### src/verilog/serial_slave_pkg.sv
/* Shared widths, frame field positions, vector types and enums for the serial bus slave.
   Modules pull these in with a wildcard import inside their body. */
`default_nettype none

package serial_slave_pkg;

    localparam int DATA_WIDTH = 32;
    localparam int ADDR_WIDTH = 8;
    localparam int ID_WIDTH   = 2;
    localparam int START_BITS = 3;

    // start bits, slave id, rw bit, burst bit, word address
    localparam int FRAME_BITS = START_BITS + ID_WIDTH + 2 + ADDR_WIDTH;

    // frame field positions, first received bit ends up at the MSB
    localparam int START_MSB = FRAME_BITS - 1;
    localparam int START_LSB = FRAME_BITS - START_BITS;
    localparam int ID_MSB    = START_LSB - 1;
    localparam int ID_LSB    = START_LSB - ID_WIDTH;
    localparam int RW_POS    = ID_LSB - 1;
    localparam int BURST_POS = RW_POS - 1;
    localparam int ADDR_MSB  = ADDR_WIDTH - 1;
    localparam int ADDR_LSB  = 0;

    // counter needs to hold DATA_WIDTH-1 and FRAME_BITS-1
    localparam int COUNT_WIDTH = $clog2(DATA_WIDTH) + 1;

    typedef logic [DATA_WIDTH-1:0]  data_t;
    typedef logic [ADDR_WIDTH-1:0]  addr_t;
    typedef logic [ID_WIDTH-1:0]    slave_id_t;
    typedef logic [COUNT_WIDTH-1:0] bit_count_t;

    typedef enum logic {
        COUNT_FRAME,
        COUNT_WORD
    } count_mode_t;

    typedef enum logic [2:0] {
        IDLE,
        FRAME,
        DECODE,
        READ_FETCH,
        READ_LOAD,
        READ_SHIFT,
        WRITE_SHIFT,
        WRITE_STORE
    } slave_state_t;

endpackage

`default_nettype wire
### src/verilog/slave_ctrl_if.sv
/* Command bundle from the slave FSM to the data path modules.
   Every command is active high and takes effect at the next rising edge. */
`default_nettype none

interface slave_ctrl_if;

    logic frame_shift;
    logic addr_load;
    logic addr_inc;
    logic mem_write;
    logic rd_load;
    logic rd_shift;
    logic wd_shift;

    modport fsm (
        output frame_shift, addr_load, addr_inc, mem_write,
        output rd_load, rd_shift, wd_shift
    );

    modport frame (input frame_shift);

    modport memory (input addr_load, addr_inc, mem_write);

    modport reader (input rd_load, rd_shift);

    modport writer (input wd_shift);

endinterface

`default_nettype wire

### src/verilog/write_deserializer.sv
/* Serial to parallel converter for write data.
   Bits arrive MSB first and enter at the LSB on every wd_shift. */
`default_nettype none

module write_deserializer (
    input  wire logic                   clk,
    input  wire logic                   rstN,
    slave_ctrl_if.writer                ctrl,
    input  wire logic                   wd,
    output serial_slave_pkg::data_t     word
);
    import serial_slave_pkg::*;

    data_t word_q;

    always_ff @(posedge clk or negedge rstN) begin
        if (!rstN) begin
            word_q <= '0;
        end else if (ctrl.wd_shift) begin
            // after 32 shifts the first bit sits at the MSB
            word_q <= {word_q[DATA_WIDTH-2:0], wd};
        end
    end

    assign word = word_q;

endmodule

`default_nettype wire

### src/flat_wrapper.sv
// flat-port wrapper written by rule: the top's interface ports become plain ports
module write_deserializer_flat import serial_slave_pkg::*;
  (clk, rstN, wd, word, ctrl_wd_shift);
  slave_ctrl_if ctrl_i ();
  input  wire logic clk;
  input  wire logic rstN;
  input  wire logic wd;
  output serial_slave_pkg::data_t word;
  input wire logic [$bits(ctrl_i.wd_shift)-1:0] ctrl_wd_shift;
  assign ctrl_i.wd_shift = ctrl_wd_shift;
  write_deserializer u_core (.clk(clk), .rstN(rstN), .ctrl(ctrl_i), .wd(wd), .word(word));
endmodule
### config.mk
export PLATFORM = sky130hd
export DESIGN_NAME = write_deserializer_flat
export DESIGN_NICKNAME = d
export VERILOG_FILES = /design/src/verilog/serial_slave_pkg.sv /design/src/verilog/slave_ctrl_if.sv /design/src/verilog/write_deserializer.sv /design/src/flat_wrapper.sv
export SDC_FILE = /design/constraint.sdc
export NUM_CORES = 1
export LEC_CHECK = 0
export ABC_AREA = 1
export BUFFER_PORTS_ARGS = -buffer_cell sky130_fd_sc_hd__buf_2
export CORE_MARGIN = 2
export CORE_UTILIZATION = 57
export CTS_BUF_LIST = sky130_fd_sc_hd__clkbuf_8
export DETAILED_ROUTE_END_ITERATION = 12
export GPL_TIMING_DRIVEN = 0
export PLACE_DENSITY = 0.86
export SLEW_MARGIN = 20
export SYNTH_ARGS = -nofsm -noshare
export SYNTH_HDL_FRONTEND = slang
export SYNTH_SLANG_ARGS = --single-unit
### constraint.sdc
create_clock -name clk -period 1.8 [get_ports clk]
set_input_delay 0.36 -clock clk [delete_from_list [all_inputs] [get_ports clk]]
set_output_delay 0.36 -clock clk [all_outputs]
set_load 0.01 [all_outputs]
==> flow_metrics.tcl <==
set metrics [dict create \
    crit_path_start_kind "flop" \
    maxClockFrequency_mhz 838.2 \
    final.min_clock_period_ns 1.193 \
    postSynthAreaPerCell_um2 9.586 \
    die_boundary_height_um 51.83 \
    drt_first_iter_violations 20 \
    cpPeakStageDelay_ns 0.41 \
    design.die.area_mm2 0.002686 \
    ir_worst_vdd_uv 758.3 \
    met3_routing_resource_usage_after_global_routing 0.09483 \
    clock-sinks 32 \
    global_route.peak_usage_layer "met2" \
    timing.critical_path.fanout_max 3 \
    core-area_mm2 0.002191 \
    relSlewSlack 0.5360 \
    hp-class "in -> async" \
    synth-compound-area-share 0 \
    remaining_drcs 0 \
    power.total_mw 1.699 \
    synthXorXnorAreaFrac 0 \
    hold_violations 0 \
    finalSetupViolCount 0 \
    vias 997 \
    combined_global_route_utilization_of_all_metal_layers 0.2247 \
    antennaDiodeCount 0 \
    dpl_worst_slack_ns 0.8797 \
    wl_cell_um 12.01 \
    synthesis.nets 140 \
    worstSkewPairLatency_ns 0.28 \
    gr-usage-met2 0.3439 \
    proportion_of_layout_cells_with_a_drive_suffix_above_1 0.3429 \
    dp.cells 198 \
    io_pins 36 \
    global_route.usage.met1 0.2627 \
    synthCells 136 \
    finish.cell_count_without_fillers 203 \
    routed_wl_um 2438 \
    ant_nets 0 \
    ctsResizeCount 0 \
    buffers_inverters_on_critical_path 1 \
    largest_net_degree_at_the_start_of_global_routing 33 \
    slew_viol_final 0 \
    grt.overflow.total 0 \
    worstMarginPinSlew_ns 0.6960 \
    port_buffers 34 \
    worst-setup-path-type "reg -> out" \
    drt_pass1_iterations 4 \
    family_with_the_most_delay_on_the_worst_path "flip-flops" \
    cp_slowest_cell "sky130_fd_sc_hd__dfrtp_1" \
    netlist-cell-type-count 8 \
    clock-root-buffer "sky130_fd_sc_hd__clkbuf_8" \
    setup_tns_ns 0 \
    antenna_violations_before_repair 0 \
    crit_path_cell_trace "buf_2" \
    skew_ns 0.003487 \
    power_density_mw_per_mm2 1077 \
    final.hold.worst_slack_ns 0.1286 \
    setup_slack_ns 0.6069 \
    worst_r2r_path_depth 2 \
    path_clk_slew_ns 0.06 \
    cts.htree.levels 2 \
    yosys.area_share.simple 0.3013 \
    start_util 0.5951 \
    grt_pass1_vias 954 \
    fraction_of_the_cycle_the_final_worst_path_needs 0.6628 \
    mostFrequentLayoutCells "83 x sky130_fd_sc_hd__nand2_1, 34 x sky130_fd_sc_hd__buf_2, 32 x sky130_fd_sc_hd__dfrtp_1" \
    post_synth_instance_area_mm2 0.001304 \
    largest_family_of_logic_cells_by_synthesized_area "simple AND/OR/NAND/NOR gates" \
    area_growth_syn_to_layout_pct 21.02 \
    gp_congestion 0.6818 \
    power.leakage_nw 0.9713 \
    cts_tree "built" \
    row_count 17 \
    most_common_cell_after_layout_fill_and_taps_aside "sky130_fd_sc_hd__nand2_1" \
    route.detailed.vias_per_inst 4.911 \
    numCtsBuffers 5 \
    type_of_destination_of_the_critical_path "primary output" \
    status "completed" \
    seq_area_frac_synth 0.6142 \
    drv_cap 0 \
    synth_mux_area_frac 0 \
    ys.warnings.count 0 \
    dp_hpwl_um 1677 \
    finish.net_count 181 \
    cts_post_setup_buffers_inserted 0 \
    die_x_um 51.83 \
    unrepaired_setup_endpoints_after_global_routing "no" \
    ctsLongestPathBuffers 2 \
    post_synthesis_share_of_cell_area_spent_on_full_adders_half_adders_and_majority_gates 0 \
    cp_num_cells 1 \
    grt_first_pass_wirelength_um 4126 \
    ys_ff_latch 32 \
    crit_required_ns 1.44 \
    count_of_hold_fix_buffers_inserted_at_cts 0 \
    largest_register_ffs 32 \
    timing.critical_path.arrival_ns 0.83 \
]
[cells in the mapped netlist, drive strengths merged]
cell | number | share of area
buf | 4 | 0.044
clkbuf | 3 | 0.032
dfrtp | 32 | 0.61
inv | 1 | 0.0086
nand2 | 96 | 0.30
[routing by layer]
metal / part of all wire / wire (um)
met3: 0.057 / 140
met2: 0.50 / 1221
met1: 0.42 / 1024
met5: 0 / 0
met4: 0.022 / 53
[through the flow]
stage / instance area [um2] / util
4_1_cts: 1578 / 0.7202
3_5_place_dp: 1509 / 0.6887
5_1_grt: 1578 / 0.7202
3_3_place_gp: 1509 / 0.6887
2_1_floorplan: 1304 / -
6_report: 1578 / 0.7202
[area by class of cell]
class                      instances  area [um2]
sequential                        32       800.8
fill                             189       613.1
multi-input combinational         96       392.9
timing repair buffer              34       170.2
buffer                             7       98.84
clock buffer                       5       68.82
tap                               28       35.03
inverter                           1       11.26
[final timing paths]
path                                  from               to  slack [ns]
max in group asynchronous             rstN  u_core.word[31]        1.23
max                        u_core.word[17]         word[17]        0.61
max reg2reg                 u_core.word[3]   u_core.word[4]        1.15
min reg2reg                u_core.word[25]  u_core.word[25]        0.49
min in group clk                        wd   u_core.word[0]        0.28
min                                   rstN  u_core.word[22]        0.13
[where the power goes]
part	internal, mW	switching (mW)
logic	0.138	0.180
clock network	0.248	0.224
registers	0.824	0.0855
total	1.21	0.489
[cells by family (layout without fill, tap and decap cells)]
family / count (synthesis) / after routing
buf+inv: 8 / 47
flops: 32 / 32
simple gates: 96 / 96
No activity file was read; power rests on OpenSTA's default activity.
