## config.mk

```make
export PLATFORM = sky130hd
export DESIGN_NAME = read_serializer_flat
export DESIGN_NICKNAME = d
export VERILOG_FILES = /design/src/verilog/serial_slave_pkg.sv /design/src/verilog/slave_ctrl_if.sv /design/src/verilog/read_serializer.sv /design/src/flat_wrapper.sv
export SDC_FILE = /design/constraint.sdc
export NUM_CORES = 1
export LEC_CHECK = 0
export BUFFER_PORTS_ARGS = -buffer_cell sky130_fd_sc_hd__buf_2
export CAP_MARGIN = 20
export CORE_MARGIN = 2
export CORE_UTILIZATION = 30
export CTS_BUF_LIST = sky130_fd_sc_hd__clkbuf_8
export DETAILED_ROUTE_END_ITERATION = 10
export HOLD_SLACK_MARGIN = 0.08
export PLACE_DENSITY = 0.51
export SYNTH_ARGS = -nofsm -noshare
export SYNTH_HDL_FRONTEND = slang
export SYNTH_SLANG_ARGS = --single-unit
```

## constraint.sdc

```tcl
create_clock -name clk -period 1.4 [get_ports clk]
set_input_delay 0.14 -clock clk [delete_from_list [all_inputs] [get_ports clk]]
set_output_delay 0.14 -clock clk [all_outputs]
set_load 0.01 [all_outputs]
```

## src/verilog/serial_slave_pkg.sv

```systemverilog
/* Shared widths, frame field positions, vector types and enums for the serial bus slave.
   Modules pull these in with a wildcard import inside their body. */
`default_nettype none

package serial_slave_pkg;

    localparam int DATA_WIDTH = 32;
    localparam int ADDR_WIDTH = 8;
    localparam int ID_WIDTH   = 2;
    localparam int START_BITS = 3;

    // start bits, slave id, rw bit, burst bit, word address
    localparam int FRAME_BITS = START_BITS + ID_WIDTH + 2 + ADDR_WIDTH;

    // frame field positions, first received bit ends up at the MSB
    localparam int START_MSB = FRAME_BITS - 1;
    localparam int START_LSB = FRAME_BITS - START_BITS;
    localparam int ID_MSB    = START_LSB - 1;
    localparam int ID_LSB    = START_LSB - ID_WIDTH;
    localparam int RW_POS    = ID_LSB - 1;
    localparam int BURST_POS = RW_POS - 1;
    localparam int ADDR_MSB  = ADDR_WIDTH - 1;
    localparam int ADDR_LSB  = 0;

    // counter needs to hold DATA_WIDTH-1 and FRAME_BITS-1
    localparam int COUNT_WIDTH = $clog2(DATA_WIDTH) + 1;

    typedef logic [DATA_WIDTH-1:0]  data_t;
    typedef logic [ADDR_WIDTH-1:0]  addr_t;
    typedef logic [ID_WIDTH-1:0]    slave_id_t;
    typedef logic [COUNT_WIDTH-1:0] bit_count_t;

    typedef enum logic {
        COUNT_FRAME,
        COUNT_WORD
    } count_mode_t;

    typedef enum logic [2:0] {
        IDLE,
        FRAME,
        DECODE,
        READ_FETCH,
        READ_LOAD,
        READ_SHIFT,
        WRITE_SHIFT,
        WRITE_STORE
    } slave_state_t;

endpackage

`default_nettype wire
```

## src/verilog/slave_ctrl_if.sv

```systemverilog
/* Command bundle from the slave FSM to the data path modules.
   Every command is active high and takes effect at the next rising edge. */
`default_nettype none

interface slave_ctrl_if;

    logic frame_shift;
    logic addr_load;
    logic addr_inc;
    logic mem_write;
    logic rd_load;
    logic rd_shift;
    logic wd_shift;

    modport fsm (
        output frame_shift, addr_load, addr_inc, mem_write,
        output rd_load, rd_shift, wd_shift
    );

    modport frame (input frame_shift);

    modport memory (input addr_load, addr_inc, mem_write);

    modport reader (input rd_load, rd_shift);

    modport writer (input wd_shift);

endinterface

`default_nettype wire

```

## src/verilog/read_serializer.sv

```systemverilog
/* Parallel to serial converter for read data.
   rd_load grabs a memory word, each rd_shift puts the next MSB on rd one cycle later. */
`default_nettype none

module read_serializer (
    input  wire logic                   clk,
    input  wire logic                   rstN,
    slave_ctrl_if.reader                ctrl,
    input  serial_slave_pkg::data_t     word,
    output logic                        rd,
    output logic                        rd_valid
);
    import serial_slave_pkg::*;

    data_t shift_q;

    always_ff @(posedge clk) begin
        if (ctrl.rd_load) begin
            shift_q <= word;
        end else if (ctrl.rd_shift) begin
            shift_q <= {shift_q[DATA_WIDTH-2:0], 1'b0};
        end
    end

    // rd stays low whenever rd_valid is low
    always_ff @(posedge clk or negedge rstN) begin
        if (!rstN) begin
            rd       <= 1'b0;
            rd_valid <= 1'b0;
        end else begin
            rd       <= ctrl.rd_shift && shift_q[DATA_WIDTH-1];
            rd_valid <= ctrl.rd_shift;
        end
    end

endmodule

`default_nettype wire

```

## src/flat_wrapper.sv

```systemverilog
// flat-port wrapper written by rule: the top's interface ports become plain ports
module read_serializer_flat import serial_slave_pkg::*;
  (clk, rstN, word, rd, rd_valid, ctrl_rd_load, ctrl_rd_shift);
  slave_ctrl_if ctrl_i ();
  input  wire logic clk;
  input  wire logic rstN;
  input  serial_slave_pkg::data_t word;
  output logic rd;
  output logic rd_valid;
  input wire logic [$bits(ctrl_i.rd_load)-1:0] ctrl_rd_load;
  input wire logic [$bits(ctrl_i.rd_shift)-1:0] ctrl_rd_shift;
  assign ctrl_i.rd_load = ctrl_rd_load;
  assign ctrl_i.rd_shift = ctrl_rd_shift;
  read_serializer u_core (.clk(clk), .rstN(rstN), .ctrl(ctrl_i), .word(word), .rd(rd), .rd_valid(rd_valid));
endmodule
```

==> results.sh <==
export IMPL_status="finished, final reports clean"
export IMPL_pwr_share_clk_pct=30.5
export IMPL_r2r_end="u_core.shift_q[22]"
export IMPL_ys_flop_type="edfxtp_1"
export IMPL_synthTopCellsByArea="edfxtp_1 62%, mux2_4 27%, buf_12 3.9%"
export IMPL_yosysSeqAreaShare_pct=65.0
export IMPL_drtPass1Iterations=2
export IMPL_finalInstanceArea_um2=1870
export IMPL_clkLatencyLatePin_ns=0.28
export IMPL_min_period_ns=0.938
export IMPL_path_cells="buf_2 > or2_2"
export IMPL_pin_count=38
export IMPL_grt_ovfl_total=0
export IMPL_grt_pass1_vias=788
export IMPL_cts_sinks=34
export IMPL_critPathKind="in -> reg"
export IMPL_wl_per_cell_um=13.1
export IMPL_p_seq_share_pct=57.6
export IMPL_antenna_found_initial=0
export IMPL_min_from="ctrl_rd_shift"
export IMPL_hp_class="in -> reg"
export IMPL_rr_startpoint="u_core.shift_q[21]"
export IMPL_multi_input_area_um2=473
export IMPL_cts_buffers=5
export IMPL_fp_dieW_um=76
export IMPL_switching_share_pct=20.6
export IMPL_netlist_instances=72
export IMPL_cts_max_level=2
export IMPL_port_buffer_count=37
export IMPL_path_max_fanout=32
export IMPL_async_flop_share_pct=5.88
export IMPL_grt_pass1_wl_mm=3.85
export IMPL_clock_fmax_mhz=1070
export IMPL_syn_cell_area_um2=1560
export IMPL_synth_edf_count=32
export IMPL_ir_drop_uv=461
export IMPL_r2r_slack_ns=0.47
export IMPL_track_usage_pct=8.95
export IMPL_crit_slowest_cell="or2_2"
export IMPL_yosys_cell_count_top_type="edfxtp_1"
export IMPL_whs_ns=0.0983
export IMPL_drive_gt1_share_pct=65.8
export IMPL_slew_headroom_pct=50.9
export IMPL_p_leak_nw=0.812
export IMPL_worst_setup_path_start_kind="input pin"
export IMPL_synth_top_cell_area_share_pct=61.8
export IMPL_drt_initial_drc_count=34
export IMPL_fill_cells=480
export IMPL_netSwitchingPower_mw=0.454
export IMPL_worst_ep_required_time_ns=1.32
export IMPL_crit_family="simple AND/OR/NAND/NOR gates"
export IMPL_drt_wl_total_mm=2.45
export IMPL_core_um2=5040
export IMPL_synth_nets=108
export IMPL_end_kind="register"
export IMPL_holdPathStages=2
export IMPL_cts_tree="done"
export IMPL_clock_skew_final_ns=0.00306
export IMPL_dieArea_um2=5780
export IMPL_antenna_cells=0
export IMPL_critPathArrivalTime_ns=0.85
export IMPL_post_route_drc_count=0
export IMPL_power_density_nw_per_um2=1180
export IMPL_dpl_cell_area_um2=1770
export IMPL_clockBufferDepth=2
export IMPL_vias_per_cell=4.12
export IMPL_fin_nets=152
export IMPL_yosys_area_top_type="edfxtp_1"
export IMPL_holdPathEnd="u_core.rd"
export IMPL_slowest_delay_ns=0.60
export IMPL_final_max_slew_viol_count=0
export IMPL_setup_viol=0
export IMPL_p_total_mw=2.20
export IMPL_gp_congestion=0.664
export IMPL_hold_viol_final=0
export IMPL_ys_types=8
export IMPL_comb_power_share_pct=11.9
export IMPL_die_h_um=76
export IMPL_grt_max_degree=33
export IMPL_drv_cap=0
export IMPL_start_util_pct=30.8
export IMPL_area_delta_synth_final_pct=20.4
export IMPL_ant_nets=0
export IMPL_yosys_register_bits=34
export IMPL_utilization_pct=37.1
export IMPL_register_area_um2=1010
export IMPL_avgSynthCellArea_um2=21.6
export IMPL_ff2ff_path_depth=1
export IMPL_yosysWarningCount=0
export IMPL_rsz0062_at_grt="false"
export IMPL_period_share_pct=67.0
export IMPL_clk_pin_slew_worst_paths_ns=0.06
export IMPL_dp_hpwl_mm=1.61
export IMPL_tns_ns=0
export IMPL_root_buffer="clkbuf_8"
export IMPL_rows=26
export IMPL_via_count=771
export IMPL_internal_power_mw=1.75
export IMPL_synth_common_cells="32 x edfxtp_1, 28 x mux2_4, 3 x buf_12, 3 x mux2_2"
export IMPL_critPathBufInv=1
export IMPL_worst_pin_slew_ns=0.736
cell usage in the layout, fill, tap and decap left out:
cell type      netlist  final
inv_1                0      1
and2_1               2      2
clkinv_1             0      1
clkbuf_8             0      5
mux2_4              28     28
dfrtp_1              2      2
edfxtp_1            32     32
buf_4                0      2
clkinv_2             0      1
buf_2                0     37
or2_2                1      1
dlygate4sd3_1        0      2
mux2_2               3      3
logic make-up after synthesis:
group,Yosys count,share of synthesized area (%)
buffers and inverters,4,4.59
DFF,34,65.0
muxes,31,29.2
and+or+nand+nor,3,1.21
how the worst max path moves through the flow:
stage                          to         start  cells after the start
2_1_floorplan   u_core.shift_q[0]  ctrl_rd_load                      3
3_3_place_gp   u_core.shift_q[22]  ctrl_rd_load                      2
3_5_place_dp   u_core.shift_q[22]  ctrl_rd_load                      2
4_1_cts         u_core.shift_q[0]  ctrl_rd_load                      2
5_1_grt        u_core.shift_q[20]  ctrl_rd_load                      2
6_report       u_core.shift_q[16]  ctrl_rd_load                      2
per-layer routing:
layer,routed length [µm],track usage (%),vias up
met5,0,0,-
met4,27,3.82,0
met3,169,4.74,5
met2,1020,12.5,30
met1,1230,11.6,370
li1,-,-,366
metrics by stage:
step,setup WS [ns],instances
final,0.462,187
after global routing,0.386,187
after CTS,0.423,187
after detailed placement,0.127,177
after global placement,0.162,177
after floorplan,0.149,72
registers in the layout, summed over array words and instances, names as in the netlist:
| signal | flops |
|---|---|
| u_core.shift_q | 32 |
| u_core.rd_valid | 1 |
| u_core.rd | 1 |
what timing repair did:
item | 4_1_cts | 5_1_grt
buffers inserted | 0 | 0
hold buffers | 2 | 0
resized for setup | 0 | 0
hold endpoints to repair | 3 | 0
power by group through the flow:
stage / combinational (mW) / sequential, mW / clock [mW]
after global placement: 0.255 / 1.29 / 0
final: 0.262 / 1.27 / 0.672
after CTS: 0.270 / 1.27 / 0.698
after floorplan: 0.200 / 1.28 / 0
after global routing: 0.282 / 1.28 / 0.748
after detailed placement: 0.264 / 1.29 / 0
layout make-up:
cell class	count	share of cell area [%]
multi-input cells	34	25.3
well taps	70	4.68
repair buffers	41	11.8
clock buffers	5	3.67
flip-flops and latches	34	54.0
clock inverters	3	0.668
Note: power is estimated with default switching activity, not from simulation.
