File: config.mk
export PLATFORM = sky130hd
export DESIGN_NAME = frame_receiver_flat
export DESIGN_NICKNAME = d
export VERILOG_FILES = /design/src/verilog/serial_slave_pkg.sv /design/src/verilog/slave_ctrl_if.sv /design/src/verilog/frame_receiver.sv /design/src/flat_wrapper.sv
export SDC_FILE = /design/constraint.sdc
export NUM_CORES = 1
export LEC_CHECK = 0
export ABC_CLOCK_PERIOD_IN_PS = 1850
export BUFFER_PORTS_ARGS = -buffer_cell sky130_fd_sc_hd__clkbuf_2
export CORE_AREA = 8 8 45 47
export CTS_BUF_LIST = sky130_fd_sc_hd__clkbuf_16
export CTS_CLUSTER_DIAMETER = 200
export DETAILED_ROUTE_END_ITERATION = 8
export DIE_AREA = 0 0 53 55
export GPL_TIMING_DRIVEN = 1
export PLACE_DENSITY = 0.76
export SYNTH_ARGS = -nofsm -noshare
export SYNTH_HDL_FRONTEND = slang
export SYNTH_SLANG_ARGS = --single-unit
export TNS_END_PERCENT = 100
File: constraint.sdc
create_clock -name clk -period 1.85 [get_ports clk]
set_input_delay 0.37 -clock clk [delete_from_list [all_inputs] [get_ports clk]]
set_output_delay 0.37 -clock clk [all_outputs]
set_load 0.005 [all_outputs]
File: src/verilog/serial_slave_pkg.sv
/* Shared widths, frame field positions, vector types and enums for the serial bus slave.
   Modules pull these in with a wildcard import inside their body. */
`default_nettype none

package serial_slave_pkg;

    localparam int DATA_WIDTH = 32;
    localparam int ADDR_WIDTH = 8;
    localparam int ID_WIDTH   = 2;
    localparam int START_BITS = 3;

    // start bits, slave id, rw bit, burst bit, word address
    localparam int FRAME_BITS = START_BITS + ID_WIDTH + 2 + ADDR_WIDTH;

    // frame field positions, first received bit ends up at the MSB
    localparam int START_MSB = FRAME_BITS - 1;
    localparam int START_LSB = FRAME_BITS - START_BITS;
    localparam int ID_MSB    = START_LSB - 1;
    localparam int ID_LSB    = START_LSB - ID_WIDTH;
    localparam int RW_POS    = ID_LSB - 1;
    localparam int BURST_POS = RW_POS - 1;
    localparam int ADDR_MSB  = ADDR_WIDTH - 1;
    localparam int ADDR_LSB  = 0;

    // counter needs to hold DATA_WIDTH-1 and FRAME_BITS-1
    localparam int COUNT_WIDTH = $clog2(DATA_WIDTH) + 1;

    typedef logic [DATA_WIDTH-1:0]  data_t;
    typedef logic [ADDR_WIDTH-1:0]  addr_t;
    typedef logic [ID_WIDTH-1:0]    slave_id_t;
    typedef logic [COUNT_WIDTH-1:0] bit_count_t;

    typedef enum logic {
        COUNT_FRAME,
        COUNT_WORD
    } count_mode_t;

    typedef enum logic [2:0] {
        IDLE,
        FRAME,
        DECODE,
        READ_FETCH,
        READ_LOAD,
        READ_SHIFT,
        WRITE_SHIFT,
        WRITE_STORE
    } slave_state_t;

endpackage

`default_nettype wire
File: src/verilog/slave_ctrl_if.sv
/* Command bundle from the slave FSM to the data path modules.
   Every command is active high and takes effect at the next rising edge. */
`default_nettype none

interface slave_ctrl_if;

    logic frame_shift;
    logic addr_load;
    logic addr_inc;
    logic mem_write;
    logic rd_load;
    logic rd_shift;
    logic wd_shift;

    modport fsm (
        output frame_shift, addr_load, addr_inc, mem_write,
        output rd_load, rd_shift, wd_shift
    );

    modport frame (input frame_shift);

    modport memory (input addr_load, addr_inc, mem_write);

    modport reader (input rd_load, rd_shift);

    modport writer (input wd_shift);

endinterface

`default_nettype wire

File: src/verilog/frame_receiver.sv
/* Shifts in the serial control frame and decodes its fields.
   The decoded fields are stable from the cycle after the last shift. */
`default_nettype none

module frame_receiver #(
    parameter serial_slave_pkg::slave_id_t SLAVE_ID = 2'd1
) (
    input  wire logic                   clk,
    input  wire logic                   rstN,
    input  wire logic                   control,
    slave_ctrl_if.frame                 ctrl,
    output logic                        match,
    output logic                        write,
    output logic                        burst,
    output serial_slave_pkg::addr_t     address
);
    import serial_slave_pkg::*;

    logic [FRAME_BITS-1:0] frame_q;
    logic                  start_ok;
    slave_id_t             frame_id;

    // msb first on the line, so shift towards the msb
    always_ff @(posedge clk or negedge rstN) begin
        if (!rstN) begin
            frame_q <= '0;
        end else if (ctrl.frame_shift) begin
            frame_q <= {frame_q[FRAME_BITS-2:0], control};
        end
    end

    assign start_ok = &frame_q[START_MSB:START_LSB];
    assign frame_id = frame_q[ID_MSB:ID_LSB];

    // a frame without all start bits set is treated like a foreign one
    assign match   = start_ok && (frame_id == SLAVE_ID);
    assign write   = frame_q[RW_POS];
    assign burst   = frame_q[BURST_POS];
    assign address = frame_q[ADDR_MSB:ADDR_LSB];

endmodule

`default_nettype wire

File: src/flat_wrapper.sv
// flat-port wrapper written by rule: the top's interface ports become plain ports
module frame_receiver_flat import serial_slave_pkg::*;
#(
    parameter serial_slave_pkg::slave_id_t SLAVE_ID = 2'd1
)
  (clk, rstN, control, match, write, burst, address, ctrl_frame_shift);
  slave_ctrl_if ctrl_i ();
  input  wire logic clk;
  input  wire logic rstN;
  input  wire logic control;
  output logic match;
  output logic write;
  output logic burst;
  output serial_slave_pkg::addr_t address;
  input wire logic [$bits(ctrl_i.frame_shift)-1:0] ctrl_frame_shift;
  assign ctrl_i.frame_shift = ctrl_frame_shift;
  frame_receiver #(.SLAVE_ID(SLAVE_ID)) u_core (.clk(clk), .rstN(rstN), .control(control), .ctrl(ctrl_i), .match(match), .write(write), .burst(burst), .address(address));
endmodule
==> flow_summary.toml, run 1 <==
[pwr]
ir_drop_mv = 0.7685
cellPowerDensity_mw_per_mm2 = 1601
p_leak_uw = 0.0003847

[synthesis]
synth_compound_area_frac = 0
yosysUniqueCellTypes = 8
syn_inst = 42
seq_area_frac_synth = 0.5495
synth_top_area_cell = "dfrtp_1"
syn_nets = 46
ys_warn_count = 0
synth_area_um2 = 683.2
synth-simple-area-share = 0.01465
postSynthAreaPerCell_um2 = 16.27
synth_top_family_by_area = "multiplexers"
synthTopCellsByArea = "dfrtp_1, mux2_4, buf_4, mux2_2, buf_12"
synth_xor_area_frac = 0
synthAdderAreaFrac = 0
synthMuxAreaShare = 0.3022
synth_top_area_frac = 0.5495
synth.most_common_cell = "dfrtp_1"
ys.flop_type = "dfrtp_1"
synth_edf_count = 0
synth_common_cells = "dfrtp_1, mux2_4, buf_4"
synthArstFlopShare = 1.000
synth_seq_cells = 15

[placement]
placed_area_um2 = 681.9
dp_hpwl_um = 695.4
dp_slack_ns = 0.5775
port_buffers = 14
globalplace.congestion = 0.6125

[timing]
timing.fmax_mhz = 783.9
fin_crit_sh = 0.6896
tightest_slew_ns = 0.4504
finalWorstSetupSlack_ns = 0.5743
tns_ns = 0
slew_viol_final = 0
fin_crit_ns = 1.276
finalSetupViolCount = 0
hold_viol_final = 0
slew-limit-headroom = 0.6998
skew_ns = 0.001323
rsz0062_at_grt = "no"

[clocking]
htreeDepth = 1
clock-sinks = 15
cts_resized = 0
ctsHoldBuffers = 0
clockRootBuffer = "clkbuf_16"
cts_tree = "yes"
cts_setup_buffers = 0
cts_buffers = 3
clock_path_buffers = 2
insertion_delay_ns = 0.24
clk_transition_reported_paths_ns = 0.05

[cells_and_area]
drive_gt1_frac = 0.6600
utilization = 0.5506
post-route-cell-area_um2 = 762.0
diodes = 0
nets = 55
largestRegisters = "u_core.frame_q: 15 flops"
syn2layout_area_growth_pct = 11.54
largest-register = "u_core.frame_q"
largest_reg_flops = 15

[worst_setup_path]
worstPathArrival_ns = 0.91
critPathLaunchType = "flop"
crit_buf_inv = 1
cpLargestDelayFamily = "flip-flops"
cp_max_fo = 3
cpMaxStageDelayCell = "dfrtp_1"
crit_type = "flop to primary output"
max_stage_delay_ns = 0.36
path_cells = "nand4_1 -> nor2_1 -> clkbuf_2"
critPathCaptureType = "primary output"
cp_data_required_time_ns = 1.48

[detailed_routing]
ant_nets = 0
num_vias = 315
drtIter0Drc = 1
drc = 0
wl_per_cell_um = 14.65
viasPerCell = 4.773
dr.pass1.iters = 3
routed_wirelength_um = 967

[run]
maxCapViolCount = 0

[floorplan]
dieArea_mm2 = 0.002915
initial_utilization = 0.4937
io_pins = 15
rows = 14
dieWidth_um = 53
coreArea_mm2 = 0.001384
fp.dieH_um = 55

[global_route]
antenna_found_initial = 0
grt_usage = 0.07356
grt_max_degree = 16
grt_pass1_wl_um = 1635
grt_pass1_vias = 365
globalRouteOverflowTotal = 0

[worst_hold_path]
hp-class = "input port to async pin"

[run_status]
status = "complete, no violations"
## area by class of cell
class,instances,area (um2)
Timing Repair Buffer,14,70.07
Sequential cell,15,375.4
Multi-Input combinational cell,17,216.5
Fill cell,122,621.8
Clock inverter,1,5.005
Tap cell,16,20.02
Clock buffer,3,75.07
## cell usage in the layout (no fill, tap or decap)
master,count
clkinv_2,1
mux2_2,5
clkbuf_16,3
nand4_1,1
nor2_1,1
dfrtp_1,15
mux2_4,10
clkbuf_2,14
## stage by stage
step	total power, uW	cells	hold slack, ns
final	1220	66	0.03300
after global routing	1294	66	0.06599
after CTS	1238	66	0.04801
after detailed placement	823.2	62	0.3002
after global placement	812.1	62	0.2945
after floorplan	773.1	42	0.07441
## layer usage
layer	track usage	up-vias	routed length, um
li1	-	151	-
met1	0.09119	154	431
met2	0.1152	10	445
met3	0.01872	0	91
met4	0.03879	0	0
met5	0	-	0
## final timing paths
kind,endpoint,cells past startpoint,slack [ns],start
max in group asynchronous,u_core.frame_q[10]$_DFFE_PN0P_,1,1.56,rstN
max reg2reg,u_core.frame_q[4]$_DFFE_PN0P_,1,1.07,u_core.frame_q[4]$_DFFE_PN0P_
min reg2reg,u_core.frame_q[14]$_DFFE_PN0P_,1,0.51,u_core.frame_q[14]$_DFFE_PN0P_
max,match,3,0.57,u_core.frame_q[12]$_DFFE_PN0P_
min in group clk,u_core.frame_q[0]$_DFFE_PN0P_,2,0.36,control
min,u_core.frame_q[7]$_DFFE_PN0P_,1,0.03,rstN
## logic make-up after synthesis
group	count (synthesis)
buf+inv	10
flops	15
mux	15
simple gates	2
## power breakdown
part	switching (uW)	total (uW)	internal (uW)
sequential	91.6	544	453
combinational	78.6	265	187
clock	122	410	288
total	293	1220	927
Note: power is estimated with default switching activity, not from simulation.
==> inputs of run 2 (changes only) <==
--- a/config.mk
+++ b/config.mk
@@ -5,15 +5,16 @@
 export SDC_FILE = /design/constraint.sdc
 export NUM_CORES = 1
 export LEC_CHECK = 0
-export ABC_CLOCK_PERIOD_IN_PS = 1850
+export ABC_AREA = 1
+export ABC_CLOCK_PERIOD_IN_PS = 1150
 export BUFFER_PORTS_ARGS = -buffer_cell sky130_fd_sc_hd__clkbuf_2
-export CORE_AREA = 8 8 45 47
+export CORE_MARGIN = 8
+export CORE_UTILIZATION = 45
 export CTS_BUF_LIST = sky130_fd_sc_hd__clkbuf_16
 export CTS_CLUSTER_DIAMETER = 200
 export DETAILED_ROUTE_END_ITERATION = 8
-export DIE_AREA = 0 0 53 55
 export GPL_TIMING_DRIVEN = 1
-export PLACE_DENSITY = 0.76
+export PLACE_DENSITY = 0.71
 export SYNTH_ARGS = -nofsm -noshare
 export SYNTH_HDL_FRONTEND = slang
 export SYNTH_SLANG_ARGS = --single-unit
==> constraint.sdc (replaced) <==
create_clock -name clk -period 1.15 [get_ports clk]
set_input_delay 0.23 -clock clk [delete_from_list [all_inputs] [get_ports clk]]
set_output_delay 0.23 -clock clk [all_outputs]
set_load 0.005 [all_outputs]
==> run 2 against run 1 <==
Net effect:
- the run now ends with negative setup slack left
- setup slack lost 0.58 ns
- cell area is the same
- critical endpoint unchanged
- routed wire length grew 11%
- die area grew 0.13%
- flip-flop and latch count is the same
- largest cell class unchanged
- synthesized area shrank 4.8%
==> flow_summary.toml, run 2 <==
[synthesis]
synth.most_common_cell = "nand2_1"
synth_seq_cells = 15
seq_area_frac_synth = 0.5769
syn_nets = 78
synth_top_area_frac = 0.5769
synth_area_um2 = 650.6
synth_top_area_cell = "dfrtp_1"
ys.flop_type = "dfrtp_1"
synth_top_family_by_area = "buffers and inverters"
synth_common_cells = "nand2_1, dfrtp_1, inv_1, o21ai_0, buf_4"
synth_compound_area_frac = 0.1154
yosysUniqueCellTypes = 8
synthTopCellsByArea = "dfrtp_1, o21ai_0, buf_4, nand2_1, inv_1"
synth_edf_count = 0
synth-simple-area-share = 0.1058
ys_warn_count = 0
synthMuxAreaShare = 0
synthArstFlopShare = 1.000
syn_inst = 74
synthAdderAreaFrac = 0
postSynthAreaPerCell_um2 = 8.792
synth_xor_area_frac = 0

[cells_and_area]
layout_common_cells = "nand2_1, o21ai_0, dfrtp_1"
post-route-cell-area_um2 = 762.0
diodes = 0
drive_gt1_frac = 0.2410
largestRegisters = "u_core.frame_q: 15 flops"
layout_commonest_cell = "nand2_1"
nets = 88
largest-register = "u_core.frame_q"
largest_reg_flops = 15
syn2layout_area_growth_pct = 17.12

[run]
maxCapViolCount = 0

[run_status]
failed_checks = "negative setup slack"
status = "complete, but fails checks"

[timing]
fin_crit_ns = 1.156
skew_ns = 0.004051
hold_viol_final = 0
finalWorstSetupSlack_ns = -0.005971
whs_ns = 0.2006
rsz0062_at_grt = "yes"
finalSetupViolCount = 1
tns_ns = -0.005971
slew-limit-headroom = 0.7113
fin_crit_sh = 1.005
slew_viol_final = 0
timing.fmax_mhz = 865.1
tightest_slew_ns = 0.4330

[clocking]
cts_buffers = 3
cts_tree = "yes"
htreeDepth = 1
clk_transition_reported_paths_ns = 0.05
insertion_delay_ns = 0.24
clockRootBuffer = "clkbuf_16"
clock-sinks = 15
clock_path_buffers = 2

[worst_setup_path]
rr_endpoint = "u_core.frame_q[12]$_DFFE_PN0P_"
critPathCaptureType = "primary output"
cp_data_required_time_ns = 0.92
crit_type = "flop to primary output"
cpMaxStageDelayCell = "dfrtp_1"
regToRegStartpoint = "u_core.frame_q[11]$_DFFE_PN0P_"
cp_max_fo = 2
r2r_cells = 3
critPathLaunchType = "flop"
critPathLaunch = "u_core.frame_q[11]$_DFFE_PN0P_"
max_stage_delay_ns = 0.38
worstPathArrival_ns = 0.93
path_cells = "inv_2 -> nand2_1 -> nor2_1 -> buf_2"
r2r_slack_ns = 0.36

[detailed_routing]
ant_nets = 0
num_vias = 440
drtIter0Drc = 7
viasPerCell = 4.490
dr.pass1.iters = 2
wl_per_cell_um = 10.92
drc = 0
routed_wirelength_um = 1070

[global_route]
globalRouteOverflowTotal = 0
grt_pass1_vias = 415
grt_pass1_wl_um = 1759
antenna_found_initial = 0
grt_max_degree = 31
grt_usage = 0.08643

[floorplan]
fp.dieH_um = 54.03
coreArea_mm2 = 0.001334
dieArea_mm2 = 0.002919
initial_utilization = 0.4878
dieWidth_um = 54.03
rows = 13
io_pins = 15

[worst_hold_path]
hold_path_depth = 3
hold_start = "control"
min_to = "u_core.frame_q[0]$_DFFE_PN0P_"
hp-class = "input port to flop"

[pwr]
ir_drop_mv = 0.8517
p_leak_uw = 0.0003902
p_total_uw = 1497
cellPowerDensity_mw_per_mm2 = 1965

[placement]
placed_area_um2 = 664.4
dp_hpwl_um = 754.5
globalplace.congestion = 0.7271
port_buffers = 14
dp_slack_ns = 0.1996
-- run 2: cell types whose count changed after synthesis, sizes merged --
cell / previous run / this run
inv: 0 / 15
o21ai: 0 / 15
buf: 10 / 11
nand4: 1 / 0
mux2: 15 / 0
nand3: 0 / 1
nand2: 0 / 16
-- run 2: worst max path at each step --
stage,to,slack (ns),cells past startpoint
after global placement,match,0.25,4
after CTS,match,-0.03,4
after detailed placement,u_core.frame_q[10]$_DFFE_PN0P_,0.20,2
final,match,-0.006,4
after global routing,match,-0.06,4
after floorplan,match,0.36,3
-- run 2: cell type report --
cell class,count,area [um2]
clock buffer,3,75.07
clock inverter,1,5.005
fill,115,571.8
inverter,15,56.30
multi-input combinational,33,143.9
sequential,15,375.4
tap,15,18.77
timing repair buffer,16,87.58
-- run 2: cells by family after synthesis --
kind of cell | after synthesis
buf+inv | 26
simple gates | 18
flops | 15
compound gates | 15
-- run 2: layer usage --
layer | vias up | GRT usage | routed length [um]
met5 | - | 0 | 0
met4 | 0 | 0.07377 | 36
li1 | 230 | - | -
met2 | 14 | 0.1332 | 476
met1 | 192 | 0.08946 | 488
met3 | 4 | 0.03581 | 69
-- run 2: through the flow --
stage / util / cells
2_1_floorplan: - / 74
3_3_place_gp: 0.4981 / 92
3_5_place_dp: 0.4981 / 92
4_1_cts: 0.5657 / 97
5_1_grt: 0.5713 / 98
6_report: 0.5713 / 98
-- run 2: critical path: cells and delay by family, from the launching register on --
| kind | cells | cell delay (ns) |
|---|---|---|
| flip-flops | 1 | 0.38 |
| buffers and inverters | 2 | 0.18 |
| AND/OR/NAND/NOR | 2 | 0.12 |
-- run 2: where the power goes --
group	leakage, uW	switching, uW	internal (uW)
clock network	0.0000409	198	463
registers	0.000194	58.4	607
logic	0.000155	91.7	78.5
-- run 2: what timing repair did --
action,4_1_cts,5_1_grt
pin swaps,1,0
endpoints found under the setup margin,1,1
hold buffers,1,0
setup buffers,0,1
hold endpoints to repair,15,0
gates resized for setup,0,2
