## src/verilog/serial_slave_pkg.sv

```systemverilog
/* Shared widths, frame field positions, vector types and enums for the serial bus slave.
   Modules pull these in with a wildcard import inside their body. */
`default_nettype none

package serial_slave_pkg;

    localparam int DATA_WIDTH = 32;
    localparam int ADDR_WIDTH = 8;
    localparam int ID_WIDTH   = 2;
    localparam int START_BITS = 3;

    // start bits, slave id, rw bit, burst bit, word address
    localparam int FRAME_BITS = START_BITS + ID_WIDTH + 2 + ADDR_WIDTH;

    // frame field positions, first received bit ends up at the MSB
    localparam int START_MSB = FRAME_BITS - 1;
    localparam int START_LSB = FRAME_BITS - START_BITS;
    localparam int ID_MSB    = START_LSB - 1;
    localparam int ID_LSB    = START_LSB - ID_WIDTH;
    localparam int RW_POS    = ID_LSB - 1;
    localparam int BURST_POS = RW_POS - 1;
    localparam int ADDR_MSB  = ADDR_WIDTH - 1;
    localparam int ADDR_LSB  = 0;

    // counter needs to hold DATA_WIDTH-1 and FRAME_BITS-1
    localparam int COUNT_WIDTH = $clog2(DATA_WIDTH) + 1;

    typedef logic [DATA_WIDTH-1:0]  data_t;
    typedef logic [ADDR_WIDTH-1:0]  addr_t;
    typedef logic [ID_WIDTH-1:0]    slave_id_t;
    typedef logic [COUNT_WIDTH-1:0] bit_count_t;

    typedef enum logic {
        COUNT_FRAME,
        COUNT_WORD
    } count_mode_t;

    typedef enum logic [2:0] {
        IDLE,
        FRAME,
        DECODE,
        READ_FETCH,
        READ_LOAD,
        READ_SHIFT,
        WRITE_SHIFT,
        WRITE_STORE
    } slave_state_t;

endpackage

`default_nettype wire
```

## src/verilog/slave_ctrl_if.sv

```systemverilog
/* Command bundle from the slave FSM to the data path modules.
   Every command is active high and takes effect at the next rising edge. */
`default_nettype none

interface slave_ctrl_if;

    logic frame_shift;
    logic addr_load;
    logic addr_inc;
    logic mem_write;
    logic rd_load;
    logic rd_shift;
    logic wd_shift;

    modport fsm (
        output frame_shift, addr_load, addr_inc, mem_write,
        output rd_load, rd_shift, wd_shift
    );

    modport frame (input frame_shift);

    modport memory (input addr_load, addr_inc, mem_write);

    modport reader (input rd_load, rd_shift);

    modport writer (input wd_shift);

endinterface

`default_nettype wire

```

## src/verilog/slave_fsm.sv

```systemverilog
/* Transaction FSM of the slave: frame intake, decode, single read and (burst) write.
   Drives ready, the bit counter and every data path command. */
`default_nettype none

module slave_fsm (
    input  wire logic                       clk,
    input  wire logic                       rstN,
    input  wire logic                       control,
    input  wire logic                       valid,
    input  wire logic                       last,
    input  wire logic                       frame_match,
    input  wire logic                       frame_write,
    input  wire logic                       frame_burst,
    input  wire logic                       count_done,
    output logic                            count_en,
    output serial_slave_pkg::count_mode_t   count_mode,
    output logic                            ready,
    slave_ctrl_if.fsm                       ctrl
);
    import serial_slave_pkg::*;

    slave_state_t state;
    slave_state_t state_next;
    logic         last_seen;
    logic         read_tail;

    always_ff @(posedge clk or negedge rstN) begin
        if (!rstN) begin
            state     <= IDLE;
            last_seen <= 1'b0;
            read_tail <= 1'b0;
        end else begin
            state     <= state_next;
            // last is sampled with the final valid bit of each word
            if (state == WRITE_SHIFT && count_done) begin
                last_seen <= last;
            end
            // holds ready low while the final read bit is still on rd
            read_tail <= (state == READ_SHIFT) && count_done;
        end
    end

    assign ready = ((state == IDLE) && !read_tail) || (state == FRAME);

    always_comb begin
        state_next       = state;
        count_en         = 1'b0;
        count_mode       = COUNT_WORD;
        ctrl.frame_shift = 1'b0;
        ctrl.addr_load   = 1'b0;
        ctrl.addr_inc    = 1'b0;
        ctrl.mem_write   = 1'b0;
        ctrl.rd_load     = 1'b0;
        ctrl.rd_shift    = 1'b0;
        ctrl.wd_shift    = 1'b0;
        case (state)
            IDLE: begin
                count_mode = COUNT_FRAME;
                // the first high control bit is already start bit one
                if (control && ready) begin
                    ctrl.frame_shift = 1'b1;
                    count_en         = 1'b1;
                    state_next       = FRAME;
                end
            end
            FRAME: begin
                count_mode       = COUNT_FRAME;
                ctrl.frame_shift = 1'b1;
                count_en         = 1'b1;
                if (count_done) begin
                    state_next = DECODE;
                end
            end
            DECODE: begin
                if (!frame_match) begin
                    state_next = IDLE;
                end else begin
                    ctrl.addr_load = 1'b1;
                    state_next     = frame_write ? WRITE_SHIFT : READ_FETCH;
                end
            end
            READ_FETCH: begin
                // registered memory read of the new address
                state_next = READ_LOAD;
            end
            READ_LOAD: begin
                ctrl.rd_load = 1'b1;
                state_next   = READ_SHIFT;
            end
            READ_SHIFT: begin
                ctrl.rd_shift = 1'b1;
                count_en      = 1'b1;
                if (count_done) begin
                    state_next = IDLE;
                end
            end
            WRITE_SHIFT: begin
                ctrl.wd_shift = valid;
                count_en      = valid;
                if (count_done) begin
                    state_next = WRITE_STORE;
                end
            end
            WRITE_STORE: begin
                ctrl.mem_write = 1'b1;
                if (frame_burst && !last_seen) begin
                    // next burst word may already start in this cycle
                    ctrl.addr_inc = 1'b1;
                    ctrl.wd_shift = valid;
                    count_en      = valid;
                    state_next    = WRITE_SHIFT;
                end else begin
                    state_next = IDLE;
                end
            end
            default: begin
                state_next = IDLE;
            end
        endcase
    end

endmodule

`default_nettype wire

```

## src/flat_wrapper.sv

```systemverilog
// flat-port wrapper written by rule: the top's interface ports become plain ports
module slave_fsm_flat import serial_slave_pkg::*;
  (clk, rstN, control, valid, last, frame_match, frame_write, frame_burst, count_done, count_en, count_mode, ready, ctrl_frame_shift, ctrl_addr_load, ctrl_addr_inc, ctrl_mem_write, ctrl_rd_load, ctrl_rd_shift, ctrl_wd_shift);
  slave_ctrl_if ctrl_i ();
  input  wire logic clk;
  input  wire logic rstN;
  input  wire logic control;
  input  wire logic valid;
  input  wire logic last;
  input  wire logic frame_match;
  input  wire logic frame_write;
  input  wire logic frame_burst;
  input  wire logic count_done;
  output logic count_en;
  output serial_slave_pkg::count_mode_t count_mode;
  output logic ready;
  output wire logic [$bits(ctrl_i.frame_shift)-1:0] ctrl_frame_shift;
  output wire logic [$bits(ctrl_i.addr_load)-1:0] ctrl_addr_load;
  output wire logic [$bits(ctrl_i.addr_inc)-1:0] ctrl_addr_inc;
  output wire logic [$bits(ctrl_i.mem_write)-1:0] ctrl_mem_write;
  output wire logic [$bits(ctrl_i.rd_load)-1:0] ctrl_rd_load;
  output wire logic [$bits(ctrl_i.rd_shift)-1:0] ctrl_rd_shift;
  output wire logic [$bits(ctrl_i.wd_shift)-1:0] ctrl_wd_shift;
  assign ctrl_frame_shift = ctrl_i.frame_shift;
  assign ctrl_addr_load = ctrl_i.addr_load;
  assign ctrl_addr_inc = ctrl_i.addr_inc;
  assign ctrl_mem_write = ctrl_i.mem_write;
  assign ctrl_rd_load = ctrl_i.rd_load;
  assign ctrl_rd_shift = ctrl_i.rd_shift;
  assign ctrl_wd_shift = ctrl_i.wd_shift;
  slave_fsm u_core (.clk(clk), .rstN(rstN), .control(control), .valid(valid), .last(last), .frame_match(frame_match), .frame_write(frame_write), .frame_burst(frame_burst), .count_done(count_done), .count_en(count_en), .count_mode(count_mode), .ready(ready), .ctrl(ctrl_i));
endmodule
```

## config.mk

```make
export PLATFORM = sky130hd
export DESIGN_NAME = slave_fsm_flat
export DESIGN_NICKNAME = d
export VERILOG_FILES = /design/src/verilog/serial_slave_pkg.sv /design/src/verilog/slave_ctrl_if.sv /design/src/verilog/slave_fsm.sv /design/src/flat_wrapper.sv
export SDC_FILE = /design/constraint.sdc
export NUM_CORES = 1
export LEC_CHECK = 0
export BUFFER_PORTS_ARGS = -buffer_cell sky130_fd_sc_hd__buf_4
export CAP_MARGIN = 15
export CORE_MARGIN = 4
export CORE_UTILIZATION = 25
export CTS_BUF_LIST = sky130_fd_sc_hd__clkbuf_16
export CTS_CLUSTER_DIAMETER = 40
export DETAILED_ROUTE_END_ITERATION = 10
export PLACE_DENSITY = 0.5
export SYNTH_ARGS = -nofsm -noshare
export SYNTH_HDL_FRONTEND = slang
export SYNTH_SLANG_ARGS = --single-unit
```

## constraint.sdc

```tcl
create_clock -name clk -period 1.9 [get_ports clk]
set_input_delay 0.095 -clock clk [delete_from_list [all_inputs] [get_ports clk]]
set_output_delay 0.095 -clock clk [all_outputs]
set_load 0.05 [all_outputs]
```

==> qor.csv, run 1 <==
metric,value,unit
place_area,477,µm²
die_w,45.2,µm
cts_sinks,5,
irDropWorstVdd,0.000982,V
synthTopCellsByArea,"dfrtp_1 (36%), nor2_1 (6.5%), a21oi_1 (5.8%)",
grt_pass1_vias,355,
yosys_warnings,0,
tritoncts,yes,
cts_buffer_depth,2,
post_cts_buffers,0,
die_h,45.2,µm
dp_hpwl,663,µm
grt_pass1_wl,1560,µm
vias,368,
wl,875,µm
grt.overflow.total,0,
routed_via_density,4.72,
syn_inst,43,
power.internal,639,µW
whs,0.101,ns
design_area,566,µm²
finalCritPeriodShare,0.796,
status,"complete, no violations",
p_per_area,2220,mW/mm²
avgSynthCellArea,8.06,µm²
start_util,0.266,
pwr-share-comb,0.530,
crit_fanout,14,
syn_to_final_growth,63.2,%
final-setup-viol-count,0,
fp.coreArea,0.00130,mm²
antenna_left,0,
first_pass_iters,3,
grt_util_all_layers,0.106,
die_area,0.00205,mm²
cp.arrival,1.42,ns
layout_commonest_cell,buf_4,
p_clk_frac,0.269,
antenna_found_initial,0,
cp_slowest_cell,dfrtp_1,
crit_buf_inv,1,
slew_headroom,0.737,
maxSlewViolCount,0,
num-nets-final,73,
cp-end-kind,primary output,
cts-resized-gates,0,
rsz0062_at_grt,no,
avgRoutedWirePerCell,11.2,µm
cts.clk_slew.worst_paths,0.03,ns
num_rows,13,
htree_levels,1,
drt_iter0_markers,6,
finalHoldViolCount,0,
ys_seq_elements,5,
syn-num-nets,52,
period_minus_slack,1.51,ns
drcViolationCount,0,
io_pins,19,
min_path_type,in2reg,
max_freq,661,MHz
fin_tns_setup,0,ns
drive_gt1_frac,0.365,
synth_top_area_frac,0.361,
synth_area,347,µm²
insertion_delay,0.23,ns
finalWorstSetupSlack,0.388,ns
worst_pin_slew,0.394,ns
portBuffers,18,
leakagePower,0.275,nW
globalplace.congestion,0.657,
critPathRequiredTime,1.80,ns
final.setup_skew,0.000172,ns
grt_max_degree,15,
n_antenna_cell,0,
sequentialPowerShare,0.202,
max_stage_delay,0.57,ns
ys_seq_area_frac,0.361,
switching_share,0.492,
place_ws,0.628,ns
maxCapViolCount,0,
final_cell_mix,"buf_4 (18), nor2_1 (6), dfrtp_1 (5)",
worstSetupStartpointType,register,
yosysTopAreaCell,dfrtp_1,
critical_path_class,reg2out,
p_sw,618,µW
power.total,1.26,mW
path_cells,nand3_1 > a21oi_2 > o21bai_1 > buf_4,
cts_root_buf,clkbuf_16,
cts_buffers,3,
ys_types,24,
critPathTopFamily,flip-flops,
cell type report:
class / instances / area [µm²]
Fill cell: 144 / 736
Multi-Input combinational cell: 32 / 186
Timing Repair Buffer: 19 / 145
Sequential cell: 5 / 125
Clock buffer: 3 / 75.1
Tap cell: 15 / 18.8
Inverter: 3 / 11.3
Clock inverter: 1 / 3.75
cell families after synthesis:
logic type             after synthesis  share of synthesized area
flip-flops                           5                      0.361
AND/OR/NAND/NOR                     18                      0.249
multiplexers                         1                     0.0325
AO/OA/AOI/OAI                       13                      0.256
buffers and inverters                6                      0.101
sequential cells by signal, summed over array words and instances (netlist names):
| register | count |
|---|---|
| u_core.read_tail | 1 |
| u_core.state | 3 |
| u_core.last_seen | 1 |
stage by stage:
stage | util | std cells
after floorplan | - | 43
after global placement | 0.366 | 73
after detailed placement | 0.366 | 73
after CTS | 0.435 | 78
after global routing | 0.435 | 78
final | 0.435 | 78
path summary, 6_finish.rpt:
kind | cells after the start | start | slack [ns] | end
worst max register to register | 3 | u_core.state[0]$_DFFE_PN0P_ | 0.64 | u_core.last_seen$_DFFE_PN0P_
min in group asynchronous | 2 | rstN | 0.21 | u_core.read_tail$_DFF_PN0_
worst max-delay path | 4 | u_core.state[1]$_DFFE_PN0P_ | 0.39 | count_en
worst min-delay path | 2 | last | 0.10 | u_core.last_seen$_DFFE_PN0P_
max in group asynchronous | 2 | rstN | 1.59 | u_core.state[2]$_DFFE_PN0P_
worst min register to register | 1 | u_core.last_seen$_DFFE_PN0P_ | 0.50 | u_core.last_seen$_DFFE_PN0P_
per-layer routing:
| metal | wire length, µm | share of wire | track usage |
|---|---|---|---|
| met5 | 0 | 0 | 0 |
| met4 | 21 | 0.024 | 0.0702 |
| met3 | 58 | 0.066 | 0.0359 |
| met2 | 392 | 0.45 | 0.150 |
| met1 | 402 | 0.46 | 0.136 |
power groups by stage:
| stage | Clock [mW] | Combinational [mW] | Sequential [mW] |
|---|---|---|---|
| floorplan | 0 | 0.587 | 0.178 |
| global placement | 0 | 0.675 | 0.254 |
| detailed placement | 0 | 0.672 | 0.252 |
| CTS | 0.345 | 0.675 | 0.251 |
| global route | 0.354 | 0.721 | 0.272 |
| finish | 0.338 | 0.666 | 0.253 |
timing repair:
action	4_1_cts	5_1_grt
hold buffers	1	0
hold endpoints to repair	5	0
setup endpoints to repair	0	0
cells in the mapped netlist:
cell and count:
nor2_1 6, dfrtp_1 5, a21oi_1 4, inv_1 3, nor3_1 3, a211oi_1 2
nand2_1 2, nand3_1 2, a21oi_2 1, a22oi_1 1, a32o_1 1, and2_1 1
buf_2 1, buf_4 1, buf_6 1, mux2_2 1, nand2b_1 1, nand4_1 1
nor2b_1 1, o21ai_0 1, o21bai_1 1, o22ai_1 1, o41ai_1 1, or2_1 1
Note: power is estimated with default switching activity, not from simulation.
==> inputs of run 2 (changes only) <==
--- a/config.mk
+++ b/config.mk
@@ -12,7 +12,7 @@
 export CTS_BUF_LIST = sky130_fd_sc_hd__clkbuf_16
 export CTS_CLUSTER_DIAMETER = 40
 export DETAILED_ROUTE_END_ITERATION = 10
-export PLACE_DENSITY = 0.5
+export PLACE_DENSITY = 0.52
 export SYNTH_ARGS = -nofsm -noshare
 export SYNTH_HDL_FRONTEND = slang
 export SYNTH_SLANG_ARGS = --single-unit
==> constraint.sdc (replaced) <==
create_clock -name clk -period 1.25 [get_ports clk]
set_input_delay 0.0625 -clock clk [delete_from_list [all_inputs] [get_ports clk]]
set_output_delay 0.0625 -clock clk [all_outputs]
set_load 0.05 [all_outputs]
==> run 2 against run 1 <==
  * The run now ends with negative setup slack left
  * Worst setup slack worse by 0.43 ns
  * Die area stayed put
  * Critical path depth is 1 lower
  * Worst hold slack worse by 0.020 ns
  * Clock skew is 0.0024 ns higher
  * Register-to-register slack worse by 0.54 ns
  * Global-route usage is 3.4 points higher
  * Design area is 38% higher
  * Count of clock-buffer cells in the layout stayed put
  * Wire length is 26% higher
  * Total power is 100% higher
  * Highest routed layer unchanged
==> qor.csv, run 2 (synthesis results as in run 1) <==
metric,value,unit
finalWorstSetupSlack,-0.0465,ns
num_rows,13,
layout_commonest_cell,buf_4,
vias,445,
period_minus_slack,1.30,ns
n_antenna_cell,0,
die_h,45.2,µm
antenna_found_initial,0,
timing.reg2reg.setup_slack,0.10,ns
grt_pass1_vias,464,
htree_levels,1,
p_clk_frac,0.206,
syn_to_final_growth,126,%
p_per_area,3260,mW/mm²
portBuffers,18,
grt_max_degree,12,
drcViolationCount,0,
reg.largest.list,"u_core.state x3, u_core.last_seen x1, u_core.read_tail x1",
maxCapViolCount,0,
tritoncts,yes,
final_cell_mix,"buf_4 (13), buf_6 (11), nor2_1 (4)",
slew_headroom,0.822,
min_path_type,in2reg,
fp.coreArea,0.00130,mm²
hold_start,last,
drt_iter0_markers,4,
largest_reg_flops,3,
cts_buffer_depth,2,
stdcell_count,86,
finalCritPeriodShare,1.04,
io_pins,19,
regToRegEndpoint,u_core.state[1]$_DFFE_PN0P_,
grt_pass1_wl,1910,µm
cts_buffers,3,
hold_end,u_core.last_seen$_DFFE_PN0P_,
power.internal,1.36,mW
whs,0.0812,ns
p_sw,1.19,mW
avgRoutedWirePerCell,12.8,µm
routed_via_density,5.17,
cts.clk_slew.worst_paths,0.03,ns
nFillCells,112,
maxSlewViolCount,0,
dpl.cell_count,78,
start_util,0.266,
irDropWorstVdd,0.00161,V
regMostFlops,u_core.state,
rsz0062_at_grt,yes,
violations,negative setup slack,
sequentialPowerShare,0.123,
crit_fanout,4,
worstSetupStartpointType,register,
cp.arrival,1.23,ns
globalplace.congestion,0.840,
design_area,783,µm²
critical_path_class,reg2out,
reg2reg_depth,5,
pwr-share-comb,0.671,
grt.overflow.total,0,
insertion_delay,0.23,ns
num-nets-final,81,
hold_path_depth,2,
max_freq,771,MHz
final_util,0.602,
seq_area,128,µm²
place_area,583,µm²
leakagePower,0.345,nW
multi_input_area,280,µm²
switching_share,0.466,
power.total,2.55,mW
dp_hpwl,772,µm
fin_tns_setup,-0.106,ns
die_w,45.2,µm
timing.rr.start,u_core.last_seen$_DFFE_PN0P_,
final-setup-viol-count,3,
wl,1100,µm
cts_root_buf,clkbuf_16,
final.setup_skew,0.00257,ns
drive_gt1_frac,0.676,
critPathRequiredTime,1.19,ns
antenna_left,0,
cts_sinks,5,
finalHoldViolCount,0,
place_ws,0.107,ns
die_area,0.00205,mm²
grt_util_all_layers,0.140,
first_pass_iters,4,
worst_pin_slew,0.264,ns
status,"complete, but fails checks",
cp-end-kind,primary output,
run 2: area by class of cell:
cell class / instances / area share
Clock inverter: 1 / 0.00479
Sequential cell: 5 / 0.163
Timing Repair Buffer: 27 / 0.340
Clock buffer: 3 / 0.0958
Inverter: 3 / 0.0144
Multi-Input combinational cell: 32 / 0.358
Tap cell: 15 / 0.0240
run 2: how the worst max path moves through the flow:
stage / slack, ns / from / end
after detailed placement: 0.11 / u_core.state[1]$_DFFE_PN0P_ / u_core.last_seen$_DFFE_PN0P_
after global placement: 0.11 / u_core.state[2]$_DFFE_PN0P_ / count_en
after floorplan: -0.11 / u_core.state[2]$_DFFE_PN0P_ / count_en
after global routing: -0.09 / u_core.state[1]$_DFFE_PN0P_ / ready
final: -0.05 / u_core.state[1]$_DFFE_PN0P_ / ready
after CTS: -0.05 / u_core.state[1]$_DFFE_PN0P_ / ready
run 2: metal layers:
metal | routed length [µm] | track usage
met1 | 413 | 0.146
met2 | 525 | 0.201
met3 | 97 | 0.0598
met4 | 68 | 0.146
met5 | 0 | 0
run 2: timing repair:
action                                  CTS  global route
buffers inserted                          2             1
hold buffers                              1             0
gates resized for setup                  14            12
endpoints found under the setup margin    9             8
pin swaps                                 2             2
hold endpoints to repair                  5             0
run 2: worst max-delay path, cell delays in order (launching register included):
cell,delay (ns)
dfrtp_2,0.43
or2_4,0.29
a21oi_4,0.12
buf_6,0.17
run 2: power groups by stage:
stage	clock, mW	sequential, mW	combinational (mW)
after floorplan	0	0.283	1.05
after global placement	0	0.302	1.43
after detailed placement	0	0.305	1.42
after CTS	0.537	0.306	1.62
after global routing	0.552	0.321	1.81
final	0.525	0.315	1.71
